**src/common/mac_ctrl_pkg.sv**
```systemverilog
package mac_ctrl_pkg;

    // Command opcodes.
    typedef enum logic [1:0] {
        OP_NOP        = 2'b00,
        OP_CLEAR      = 2'b01, // Zero all totals.
        OP_MAC_APPROX = 2'b10,
        OP_MAC_EXACT  = 2'b11
    } mac_opcode_e;

    // Controller state.
    typedef enum logic {
        IDLE = 1'b0, // Pipeline empty.
        BUSY = 1'b1  // Command in flight.
    } ctrl_state_e;

endpackage

```
**src/common/mac_arith_pkg.sv**
```systemverilog
package mac_arith_pkg;

    // The approximation pattern is defined for 16-bit operands only.
    localparam int OPERAND_WIDTH = 16;
    localparam int PRODUCT_WIDTH = 32;

    // Rows below this index feed the compressor instead of the final sum.
    localparam int APPROX_LOW_ROWS = 6;

    // Width of each compressed correction word.
    localparam int COMP_WIDTH = 21;

    typedef logic signed [OPERAND_WIDTH-1:0] operand_t;
    typedef logic signed [PRODUCT_WIDTH-1:0] product_t;

    // One Baugh-Wooley partial-product row, before shifting.
    typedef logic [OPERAND_WIDTH-1:0] pp_row_t;

    typedef logic [COMP_WIDTH-1:0] comp_word_t;

    // Constant one of the top Baugh-Wooley row, at bit 31.
    localparam product_t BW_TOP_ONE = product_t'(1) <<< (PRODUCT_WIDTH - 1);

endpackage
```
**src/hdl/approx_mac_top.sv**
```systemverilog
`timescale 1ns/100ps

module approx_mac_top import mac_arith_pkg::*, mac_ctrl_pkg::*; #(
    parameter int ACC_WIDTH   = 40,
    parameter int COUNT_WIDTH = 16
) (
    input  logic                        clk,
    input  logic                        reset,
    input  logic                        cmd_valid,
    input  mac_opcode_e                 cmd_op,
    input  operand_t                    x,
    input  operand_t                    y,
    output logic                        done,
    output logic signed [ACC_WIDTH-1:0] acc_value,
    output logic [ACC_WIDTH-1:0]        err_total,
    output logic [COUNT_WIDTH-1:0]      term_count
);

    logic     load;
    logic     acc_enable;
    logic     err_enable;
    logic     use_exact;
    logic     clear_all;
    product_t approx_product;
    product_t exact_product;

    mac_control i_control (
        .clk        (clk),
        .reset      (reset),
        .cmd_valid  (cmd_valid),
        .cmd_op     (cmd_op),
        .load       (load),
        .acc_enable (acc_enable),
        .err_enable (err_enable),
        .use_exact  (use_exact),
        .clear_all  (clear_all),
        .done       (done)
    );

    product_stage i_product (
        .clk            (clk),
        .reset          (reset),
        .load           (load),
        .x              (x),
        .y              (y),
        .approx_product (approx_product),
        .exact_product  (exact_product)
    );

    accumulator #(
        .ACC_WIDTH   (ACC_WIDTH),
        .COUNT_WIDTH (COUNT_WIDTH)
    ) i_acc (
        .clk            (clk),
        .reset          (reset),
        .enable         (acc_enable),
        .clear          (clear_all),
        .use_exact      (use_exact),
        .approx_product (approx_product),
        .exact_product  (exact_product),
        .acc_value      (acc_value),
        .term_count     (term_count)
    );

    error_tracker #(
        .ACC_WIDTH (ACC_WIDTH)
    ) i_err (
        .clk            (clk),
        .reset          (reset),
        .enable         (err_enable),
        .clear          (clear_all),
        .approx_product (approx_product),
        .exact_product  (exact_product),
        .err_total      (err_total)
    );

endmodule

```
**src/hdl/mac_control.sv**
```systemverilog
`timescale 1ns/100ps

module mac_control import mac_ctrl_pkg::*; (
    input  logic        clk,
    input  logic        reset,
    input  logic        cmd_valid,
    input  mac_opcode_e cmd_op,
    output logic        load,
    output logic        acc_enable,
    output logic        err_enable,
    output logic        use_exact,
    output logic        clear_all,
    output logic        done
);

    logic        s1_valid;
    mac_opcode_e s1_op;
    logic        s2_valid;
    mac_opcode_e s2_op;
    ctrl_state_e state;

    always_ff @(posedge clk) begin
        if (reset) begin
            s1_valid <= 1'b0;
            s2_valid <= 1'b0;
            s1_op    <= OP_NOP;
            s2_op    <= OP_NOP;
            state    <= IDLE;
        end else begin
            s1_valid <= cmd_valid;
            s1_op    <= cmd_op;
            s2_valid <= s1_valid;
            s2_op    <= s1_op;
            state    <= (cmd_valid || s1_valid) ? BUSY : IDLE; // Tracks next valids.
        end
    end

    // Products are captured for MAC commands only.
    assign load = cmd_valid && (cmd_op == OP_MAC_APPROX || cmd_op == OP_MAC_EXACT);

    // Stage-1 enables.
    assign acc_enable = s1_valid && (s1_op == OP_MAC_APPROX || s1_op == OP_MAC_EXACT);
    assign err_enable = s1_valid && (s1_op == OP_MAC_APPROX);
    assign use_exact  = (s1_op == OP_MAC_EXACT);
    assign clear_all  = s1_valid && (s1_op == OP_CLEAR);

    assign done = s2_valid && (s2_op != OP_NOP); // Totals are final here.

endmodule

```
**src/hdl/error_tracker.sv**
```systemverilog
`timescale 1ns/100ps

module error_tracker import mac_arith_pkg::*; #(
    parameter int ACC_WIDTH = 40
) (
    input  logic                 clk,
    input  logic                 reset,
    input  logic                 enable,
    input  logic                 clear,
    input  product_t             approx_product,
    input  product_t             exact_product,
    output logic [ACC_WIDTH-1:0] err_total
);

    // One extra bit so the difference cannot overflow.
    logic signed [PRODUCT_WIDTH:0] diff;
    logic [PRODUCT_WIDTH:0]        magnitude;

    assign diff = {exact_product[PRODUCT_WIDTH-1], exact_product}
                - {approx_product[PRODUCT_WIDTH-1], approx_product};

    assign magnitude = diff[PRODUCT_WIDTH] ? -diff : diff;

    always_ff @(posedge clk) begin
        if (reset || clear) begin
            err_total <= '0;
        end else if (enable) begin
            err_total <= err_total + {{(ACC_WIDTH-PRODUCT_WIDTH-1){1'b0}}, magnitude};
        end
    end

endmodule

```
**src/hdl/accumulator.sv**
```systemverilog
`timescale 1ns/100ps

module accumulator import mac_arith_pkg::*; #(
    parameter int ACC_WIDTH   = 40,
    parameter int COUNT_WIDTH = 16
) (
    input  logic                        clk,
    input  logic                        reset,
    input  logic                        enable,
    input  logic                        clear,
    input  logic                        use_exact,
    input  product_t                    approx_product,
    input  product_t                    exact_product,
    output logic signed [ACC_WIDTH-1:0] acc_value,
    output logic [COUNT_WIDTH-1:0]      term_count
);

    product_t                    selected;
    logic signed [ACC_WIDTH-1:0] addend;

    assign selected = use_exact ? exact_product : approx_product;

    // Sign extension to the accumulator width.
    assign addend = {{(ACC_WIDTH-PRODUCT_WIDTH){selected[PRODUCT_WIDTH-1]}}, selected};

    always_ff @(posedge clk) begin
        if (reset || clear) begin
            acc_value  <= '0;
            term_count <= '0;
        end else if (enable) begin
            acc_value  <= acc_value + addend; // Wraps on overflow.
            term_count <= term_count + 1'b1;
        end
    end

endmodule

```
**src/hdl/product_stage.sv**
```systemverilog
`timescale 1ns/100ps

module product_stage import mac_arith_pkg::*; (
    input  logic     clk,
    input  logic     reset,
    input  logic     load,
    input  operand_t x,
    input  operand_t y,
    output product_t approx_product,
    output product_t exact_product
);

    product_t approx_z;
    product_t exact_z;

    approx_multiplier i_mult (
        .x (x),
        .y (y),
        .z (approx_z)
    );

    // Sign-extend before multiplying to keep the full 32-bit result.
    assign exact_z = product_t'(x) * product_t'(y);

    // Both products of one command stay aligned.
    always_ff @(posedge clk) begin
        if (reset) begin
            approx_product <= '0;
            exact_product  <= '0;
        end else if (load) begin
            approx_product <= approx_z;
            exact_product  <= exact_z;
        end
    end

endmodule

```
**src/approx_multiplier/approx_multiplier.sv**
```systemverilog
`timescale 1ns/100ps

module approx_multiplier import mac_arith_pkg::*; (
    input  operand_t x,
    input  operand_t y,
    output product_t z
);

    pp_row_t    pp [OPERAND_WIDTH];
    comp_word_t comp1;
    comp_word_t comp2;
    comp_word_t comp3;
    comp_word_t comp4;
    comp_word_t comp5;
    product_t   row_sum;

    // Baugh-Wooley rows with inverted sign terms.
    always_comb begin
        for (int i = 0; i < OPERAND_WIDTH - 1; i++) begin
            pp[i][OPERAND_WIDTH-2:0] = y[OPERAND_WIDTH-2:0] & {(OPERAND_WIDTH-1){x[i]}};
            pp[i][OPERAND_WIDTH-1]   = ~(y[OPERAND_WIDTH-1] & x[i]);
        end
        pp[OPERAND_WIDTH-1][OPERAND_WIDTH-2:0] =
            ~(y[OPERAND_WIDTH-2:0] & {(OPERAND_WIDTH-1){x[OPERAND_WIDTH-1]}});
        pp[OPERAND_WIDTH-1][OPERAND_WIDTH-1] = y[OPERAND_WIDTH-1] & x[OPERAND_WIDTH-1];
    end

    // Incomplete compression of rows 0 to 5.
    // Bits that no term picks up are dropped on purpose.
    always_comb begin
        comp1     = '0;
        comp1[3]  = pp[2][1] ^ pp[3][0];
        comp1[4]  = pp[2][2] ^ pp[3][1];
        comp1[5]  = pp[0][5] ^ pp[1][4];
        comp1[6]  = pp[2][3] & pp[3][2];
        comp1[7]  = pp[4][2] & pp[5][1];
        comp1[8]  = pp[0][8] ^ pp[1][7];
        comp1[9]  = pp[0][9] ^ pp[1][8];
        comp1[11] = pp[0][11] ^ pp[1][10];
        comp1[13] = pp[0][12] & pp[1][11];
        comp1[15] = pp[0][14] & pp[1][13];
        comp1[17] = pp[1][15];
        comp1[18] = pp[2][15] & pp[3][14];
        comp1[19] = pp[4][14] & pp[5][13];
        comp1[20] = pp[4][15] & pp[5][14];
    end

    always_comb begin
        comp2     = '0;
        comp2[4]  = pp[4][0];
        comp2[7]  = pp[4][3] ^ pp[5][2];
        comp2[8]  = pp[4][4] ^ pp[5][3];
        comp2[9]  = pp[4][4] & pp[5][3];
        comp2[17] = pp[2][15] ^ pp[3][14];
        comp2[18] = pp[3][15];
        comp2[19] = pp[4][15] ^ pp[5][14];
        comp2[20] = pp[5][15];
    end

    always_comb begin
        comp3     = '0;
        comp3[9]  = pp[4][5] ^ pp[5][4];
        comp3[17] = pp[4][12] & pp[5][11];
        comp3[18] = pp[4][13] & pp[5][12];
    end

    always_comb begin
        comp4     = '0;
        comp4[17] = pp[4][13] ^ pp[5][12];
        comp4[18] = pp[4][13] | pp[5][12]; // OR stands in for the carry.
    end

    always_comb begin
        comp5     = '0;
        comp5[18] = pp[4][14] ^ pp[5][13];
    end

    // Exact rows 6 to 15, shifted into place.
    always_comb begin
        row_sum = BW_TOP_ONE;
        for (int i = APPROX_LOW_ROWS; i < OPERAND_WIDTH; i++) begin
            row_sum = row_sum + ({{(PRODUCT_WIDTH-OPERAND_WIDTH){1'b0}}, pp[i]} << i);
        end
    end

    // Final multi-operand sum, modulo 2^32.
    assign z = row_sum
             + {{(PRODUCT_WIDTH-COMP_WIDTH){1'b0}}, comp1}
             + {{(PRODUCT_WIDTH-COMP_WIDTH){1'b0}}, comp2}
             + {{(PRODUCT_WIDTH-COMP_WIDTH){1'b0}}, comp3}
             + {{(PRODUCT_WIDTH-COMP_WIDTH){1'b0}}, comp4}
             + {{(PRODUCT_WIDTH-COMP_WIDTH){1'b0}}, comp5};

endmodule

```
**config.mk**
```make
export PLATFORM = sky130hd
export DESIGN_NAME = approx_mac_top
export DESIGN_NICKNAME = d
export VERILOG_FILES = /design/src/common/mac_ctrl_pkg.sv /design/src/common/mac_arith_pkg.sv /design/src/hdl/approx_mac_top.sv /design/src/hdl/mac_control.sv /design/src/hdl/error_tracker.sv /design/src/hdl/accumulator.sv /design/src/hdl/product_stage.sv /design/src/approx_multiplier/approx_multiplier.sv
export SDC_FILE = /design/constraint.sdc
export NUM_CORES = 2
export LEC_CHECK = 0
export BUFFER_PORTS_ARGS = -buffer_cell sky130_fd_sc_hd__buf_2
export CAP_MARGIN = 20
export CORE_MARGIN = 2
export CORE_UTILIZATION = 60
export DETAILED_ROUTE_END_ITERATION = 16
export PLACE_DENSITY = 0.81
export SLEW_MARGIN = 20
export SYNTH_ARGS = -nofsm -noshare
export SYNTH_HDL_FRONTEND = slang
export SYNTH_SLANG_ARGS = --single-unit
```
**constraint.sdc**
```tcl
create_clock -name clk -period 9.9 [get_ports clk]
set_clock_uncertainty 0.1 [all_clocks]
set_input_delay 1.98 -clock clk [delete_from_list [all_inputs] [get_ports clk]]
set_output_delay 1.98 -clock clk [all_outputs]
set_load 0.03 [all_outputs]
```
== Yosys cells after proc, flatten, opt, wreduce, memory -nomap -nowiden ==
Cells that the tools add are included.
W data, S select, Z words.

* Multiply operators: 1
* Shifts and indexed selects: 0
* Add/subtract/negate cells: 20
* Divide/modulo/power cells: 0
* Reductions and logical operators: 9
* Bitwise operators: 70
* Order comparisons: 0
* Mux-type cells: 2
* Eq/ne operators: 5

{| class="wikitable"
|+ Operator list
! cell !! count
|-
| $and A15 B15 Y15 || 14
|-
| $add A32 B19 Y32 || 3
|-
| $add A32 B21 Y32 || 2
|-
| $add A40 B32 Y40 || 1
|-
| $add A40 B33 Y40 || 1
|-
| $mux W33 || 1
|-
| $neg A33 Y33 || 1
|-
| $sub A32 B32 Y33 || 1
|-
| $add A32 B22 Y32 const A || 1
|-
| $add A32 B23 Y32 || 1
|-
| $add A32 B24 Y32 || 1
|-
| $add A32 B25 Y32 || 1
|-
| $add A32 B26 Y32 || 1
|-
| $add A32 B27 Y32 || 1
|-
| $add A32 B28 Y32 || 1
|-
| $add A32 B29 Y32 || 1
|-
| $add A32 B30 Y32 || 1
|-
| $add A32 B31 Y32 || 1
|-
| $mul A16 B16 Y32 || 1
|-
| $mux W32 || 1
|-
| $and A1 B1 Y1 || 25
|-
| $add A16 B1 Y16 const B || 1
|-
| $not A15 Y15 || 1
|-
| $and A14 B14 Y14 || 1
|-
| 9 further kinds || 43
|}

* Word-level logic and storage cells: 116
* Bits in latches: 0
* Bits in read-only memories: 0
* Memories: 0
* Register bits: 166
* Output and inout bits: 97
* Bits in writable memories: 0

== Logic depth before layout (Yosys ltp) ==
* Depth in word-level cells: 17
* Gate-level depth with buffers: 26

== By module ==
A second synthesis with hierarchy kept.

* Cells, all modules: 3421
* Area total of the unflattened synthesis: 29424.5 um^2

{| class="wikitable"
|+ Modules (own cells, without submodules)
! module !! cells an instance !! instances !! area each (um^2) !! sequential area each (um^2)
|-
| product_stage || 1314 || 1 || 12110.4 || 1281.2
|-
| approx_multiplier || 727 || 1 || 6439.9 || 0.0
|-
| error_tracker || 811 || 1 || 6052.1 || 800.8
|-
| accumulator || 551 || 1 || 4615.7 || 1121.1
|-
| mac_control || 18 || 1 || 206.4 || 120.1
|}

== Worst setup path before layout ==
OpenSTA, ideal clock, no wires.

* Path kind: input to register
* Start point: in x[8]
* End point: reg i_product.exact_product[30]
* Arrival: 7885 ps
* Data required time: 9738 ps
* Stages on the path: 23
* Buffers on the path: 2
* Setup time: 62 ps
* Setup slack: 1853 ps
* Cell sequence: clkbuf_1 -> clkbuf_1 -> nand2_1 -> fa_1 -> fa_1 -> inv_1 -> fa_1 -> inv_1 -> fa_1 -> inv_1 -> fa_1 -> fa_1 -> ha_1 -> a21o_1 -> a21o_1 -> a21o_1 -> a21oi_1 -> nand2_1 -> a31oi_1 -> nand2b_1 -> a311oi_1 -> or4_1 -> nand3_1

* Longest elaborated chain between the ends: 1

{| class="wikitable"
|+ Ends and longest elaborated chain
! what !! RTL line !! RTL
|-
| start, declared || approx_mac_top.sv:11 || <nowiki>input operand_t x,</nowiki>
|-
| $mul A16 B16 Y32 || product_stage.sv:23 || <nowiki>assign exact_z = product_t'(x) * product_t'(y);</nowiki>
|-
| end signal, assigned || product_stage.sv:32 || <nowiki>exact_product <= exact_z;</nowiki>
|-
| end, declared || product_stage.sv:10 || <nowiki>output product_t exact_product</nowiki>
|}

Every way passes these cells.
A chain may end at the register's enable or synchronous reset.

== Worst setup path after layout ==
* Start point: in y[15]
* End point: reg i_product.approx_product[30]

* Longest elaborated chain between the ends: 17

{| class="wikitable"
|+ Ends and longest elaborated chain
! what !! RTL line !! RTL
|-
| start, declared || approx_mac_top.sv:12 || <nowiki>input operand_t y,</nowiki>
|-
| $and A1 B1 Y1 || approx_multiplier.sv:21 || <nowiki>pp[i][OPERAND_WIDTH-1] = ~(y[OPERAND_WIDTH-1] & x[i]);</nowiki>
|-
| $not A1 Y1 || approx_multiplier.sv:21 ||
|-
| $add A32 B22 Y32 || approx_multiplier.sv:82 || <nowiki>row_sum = row_sum + ({{(PRODUCT_WIDTH-OPERAND_WIDTH){1'b0}}, pp[i]} << i);</nowiki>
|-
| $add A32 B23 Y32 || approx_multiplier.sv:82 ||
|-
| $add A32 B24 Y32 || approx_multiplier.sv:82 ||
|-
| $add A32 B25 Y32 || approx_multiplier.sv:82 ||
|-
| $add A32 B26 Y32 || approx_multiplier.sv:82 ||
|-
| $add A32 B27 Y32 || approx_multiplier.sv:82 ||
|-
| $add A32 B28 Y32 || approx_multiplier.sv:82 ||
|-
| $add A32 B29 Y32 || approx_multiplier.sv:82 ||
|-
| $add A32 B30 Y32 || approx_multiplier.sv:82 ||
|-
| $add A32 B31 Y32 || approx_multiplier.sv:82 ||
|-
| $add A32 B21 Y32 || approx_multiplier.sv:88 || <nowiki>+ {{(PRODUCT_WIDTH-COMP_WIDTH){1'b0}}, comp1}</nowiki>
|-
| $add A32 B21 Y32 (*) || approx_multiplier.sv:89 || <nowiki>+ {{(PRODUCT_WIDTH-COMP_WIDTH){1'b0}}, comp2}</nowiki>
|-
| $add A32 B19 Y32 (*) || approx_multiplier.sv:90 || <nowiki>+ {{(PRODUCT_WIDTH-COMP_WIDTH){1'b0}}, comp3}</nowiki>
|-
| $add A32 B19 Y32 (*) || approx_multiplier.sv:91 || <nowiki>+ {{(PRODUCT_WIDTH-COMP_WIDTH){1'b0}}, comp4}</nowiki>
|-
| $add A32 B19 Y32 (*) || approx_multiplier.sv:92 || <nowiki>+ {{(PRODUCT_WIDTH-COMP_WIDTH){1'b0}}, comp5};</nowiki>
|-
| end signal, assigned || product_stage.sv:31 || <nowiki>approx_product <= approx_z;</nowiki>
|-
| end, declared || product_stage.sv:9 || <nowiki>output product_t approx_product,</nowiki>
|}

Every way passes the cells marked *; elsewhere a longest branch is shown, timed or not.

==> summary.md <==
| Metric | Value |
|---|---|
| Seq/Total Area, Yosys | `0.119` |
| Main area contributors after synthesis | `fa_1 29%, ha_1 13%, dfxtp_1 12%, inv_1 7.8%, nand2_1 5.5%` |
| Worst Hold Class | `reg2reg` |
| Setup TNS | `0 ns` |
| Avg Cell Area, Syn | `8.41 um^2` |
| Fmax | `about 0.12 GHz` |
| Vias in the first global route | `21,900` |
| GRT Overall Usage | `0.293` |
| Leading area contributor after synthesis | `fa_1` |
| Remaining DRCs | `0` |
| Final Hold Violating Endpoints | `0` |
| H-tree levels | `4` |
| Bufs on Longest Clock Path | `2` |
| Die area | `~47,000 um^2` |
| Tcrit/Tclk final | `0.817` |
| # hold bufs at CTS | `0` |
| Kind of critical path | `in2reg` |
| Ant. Diodes | `0` |
| Largest net degree at the start of global routing | `75` |
| Die height | `about 220 um` |
| RSZ-0062 raised after global routing | `false` |
| CP peak stage delay | `between 0.6 and 0.7 ns` |
| CTS clock-pin slew for the worst setup and hold paths | `roughly 0.080 ns` |
| Post-Synthesis Cells | `approximately 3,300` |
| Synth top cells by count | `568 x inv_1, 400 x nand2_1, 395 x fa_1` |
| First-pass GRT wire length | `111 mm` |
| Worst skew pair latency | `around 0.46 ns` |
| Critical Path AT | `around 8.4 ns` |
| Vias per cell | `between 5 and 6` |
| DP Wirelength | `around 57 mm` |
| Yosys reg bits | `about 160` |
| Crit-path cells | `buf_2 -> nand2_1 -> ha_1 -> inv_1 -> fa_1 -> inv_1 -> ha_1 -> inv_1 -> fa_1 -> inv_1 -> fa_1 -> fa_1 -> ha_1 -> ha_1 -> a21o_1 -> a211oi_1 -> o31ai_1 -> a2111oi_0 -> o31ai_1 -> o21a_1 -> o21ai_0 -> nor4bb_1 -> or3_1` |
| CTS tree | `yes` |
| Min Tclk post-route | `roughly 8.1 ns` |
| CTS root buffer | `clkbuf_16` |
| Post-CTS Setup Inserts | `0` |
| Max-slew violations | `0` |
| Layout cells sized above 1 | `0.0716` |
| Antenna Nets Post-Route | `0` |
| CTS Buf Count | `17` |
| Core area | `45,200 um^2` |
| Outcome | `complete, no violations` |
| CP max FO | `21` |
| Tightest Pin Transition | `roughly 0.87 ns` |
| CP delay by family, top | `adder cells` |
| Pre-antenna DRT Iters | `6` |
| Primary FF master, synth | `dfxtp_1` |
| Yosys cell types | `86` |
| Ys async rst share | `0` |
| Synthesized area | `27,400 um^2` |
| Top Ports | `134` |
| Port buffer count | `between 100 and 150` |
| GPL Wtd Cong | `around 0.95` |
| Worst EP required | `between 10 and 15 ns` |
| Setup violations, final | `0` |
| CTS Sinks | `between 150 and 200` |
| Synth Warn # | `0` |
| DR WL/cell | `about 18 um` |
| Max cap viols | `0` |
| Placement Rows | `78` |
| Starting Density | `0.606` |
| Nets@finish | `~4,000` |
| Initial antenna violation count | `0` |
| # resized after CTS | `0` |
| Chip width | `~220 um` |
| Startpoint Class | `input pin` |
| Slowest-stage cell, CP | `a2111oi_0` |
| EDFF count, synth | `0` |
| Detailed Route WL | `68.8 mm` |
| Worst Path Buf+Inv | `5` |
| Post-Syn Nets | `3,978` |
| Count leader, synth | `inv_1` |
| Area Growth Syn to Fin | `6.15%` |
| Max_slew headroom | `0.422` |
| Initial DRC count | `approximately 1,700` |
| Vias | `roughly 23,000` |
| GRT overflow | `0` |
| Worst Setup End Kind | `flip-flop` |
| Yosys top cell area share | `0.289` |
final timing paths:
check | startpoint | endpoint | slack (ns) | depth (start not counted)
worst max-delay path | y[15] | i_product.approx_product[30]$_SDFFE_PP0P_ | 1.81 | 23
worst max register to register | i_product.approx_product[12]$_SDFFE_PP0P_ | i_err.err_total[28]$_SDFFE_PP0P_ | 2.89 | 22
worst min register to register | i_product.approx_product[24]$_SDFFE_PP0P_ | i_product.approx_product[24]$_SDFFE_PP0P_ | 0.37 | 2
worst min-delay path | i_product.approx_product[24]$_SDFFE_PP0P_ | i_product.approx_product[24]$_SDFFE_PP0P_ | 0.37 | 2
cell usage in the layout (no fill, tap or decap), drive strengths merged, types with 14 or more instances in the layout:
cell	count
a211oi	27
a21o	73
a21oi	228
a31oi	21
and2	116
and3	31
buf	144
clkbuf	17
dfxtp	163
fa	395
ha	288
inv	577
mux2	28
mux2i	16
nand2	400
nand2b	26
nand3	80
nand4	14
nor2	155
nor2b	15
nor3	42
o21a	21
o21ai	98
o31ai	15
or3	18
xnor2	99
xor2	63
worst min-delay path: cells and delay by family (launching register included):
kind / cells / cell delay, ns
AO/OA/AOI/OAI: 1 / 0.05
flip-flops: 1 / 0.32
AND/OR/NAND/NOR: 1 / 0.05
cell families after synthesis:
family	after synthesis	share of synthesized area
DFF	163	0.119
buffers and inverters	676	0.0941
muxes	44	0.0174
adders and majority gates	683	0.420
and+or+nand+nor	959	0.166
other	1	0.000137
AOI/OAI and AO/OA	570	0.131
xor gates and xnor gates	162	0.0525
layer usage:
metal	share of wire	global-route usage
met5	0	0
met4	0.041	0.119
met3	0.056	0.0265
met2	0.49	0.495
met1	0.42	0.387
state kept, by name, indices dropped and copies added (netlist names):
signal	cells
i_acc.acc_value	40
i_acc.term_count	16
i_control.s1_op	2
i_control.s1_valid	1
i_control.s2_op	2
i_control.s2_valid	1
i_err.err_total	40
i_product.approx_product	29
i_product.exact_product	32
layout make-up:
| cell class | instances | area, um^2 |
|---|---|---|
| fillers | 3820 | 16100 |
| clock inverters | 15 | 183 |
| well taps | 600 | 751 |
| flip-flops and latches | 163 | 3260 |
| multi-input cells | 2419 | 21600 |
| repair buffers | 144 | 748 |
| clock buffers | 17 | 425 |
| inverters | 568 | 2130 |
per-stage QoR:
step / setup WS (ns) / hold WS [ns] / cell area (um^2) / util / instances
after global placement: 1.50 / 0.351 / 28500 / 0.630 / 3894
after detailed placement: 1.36 / 0.361 / 28500 / 0.630 / 3894
after global routing: 1.43 / 0.388 / 29100 / 0.643 / 3926
final: 1.81 / 0.369 / 29100 / 0.643 / 3926
after floorplan: 1.85 / 0.341 / 27400 / - / 3258
after CTS: 1.83 / 0.371 / 29100 / 0.643 / 3926
Power is left out: the tool's default activity adds up to more than one toggle a clock period on the data nets, which glitch-free logic cannot reach.
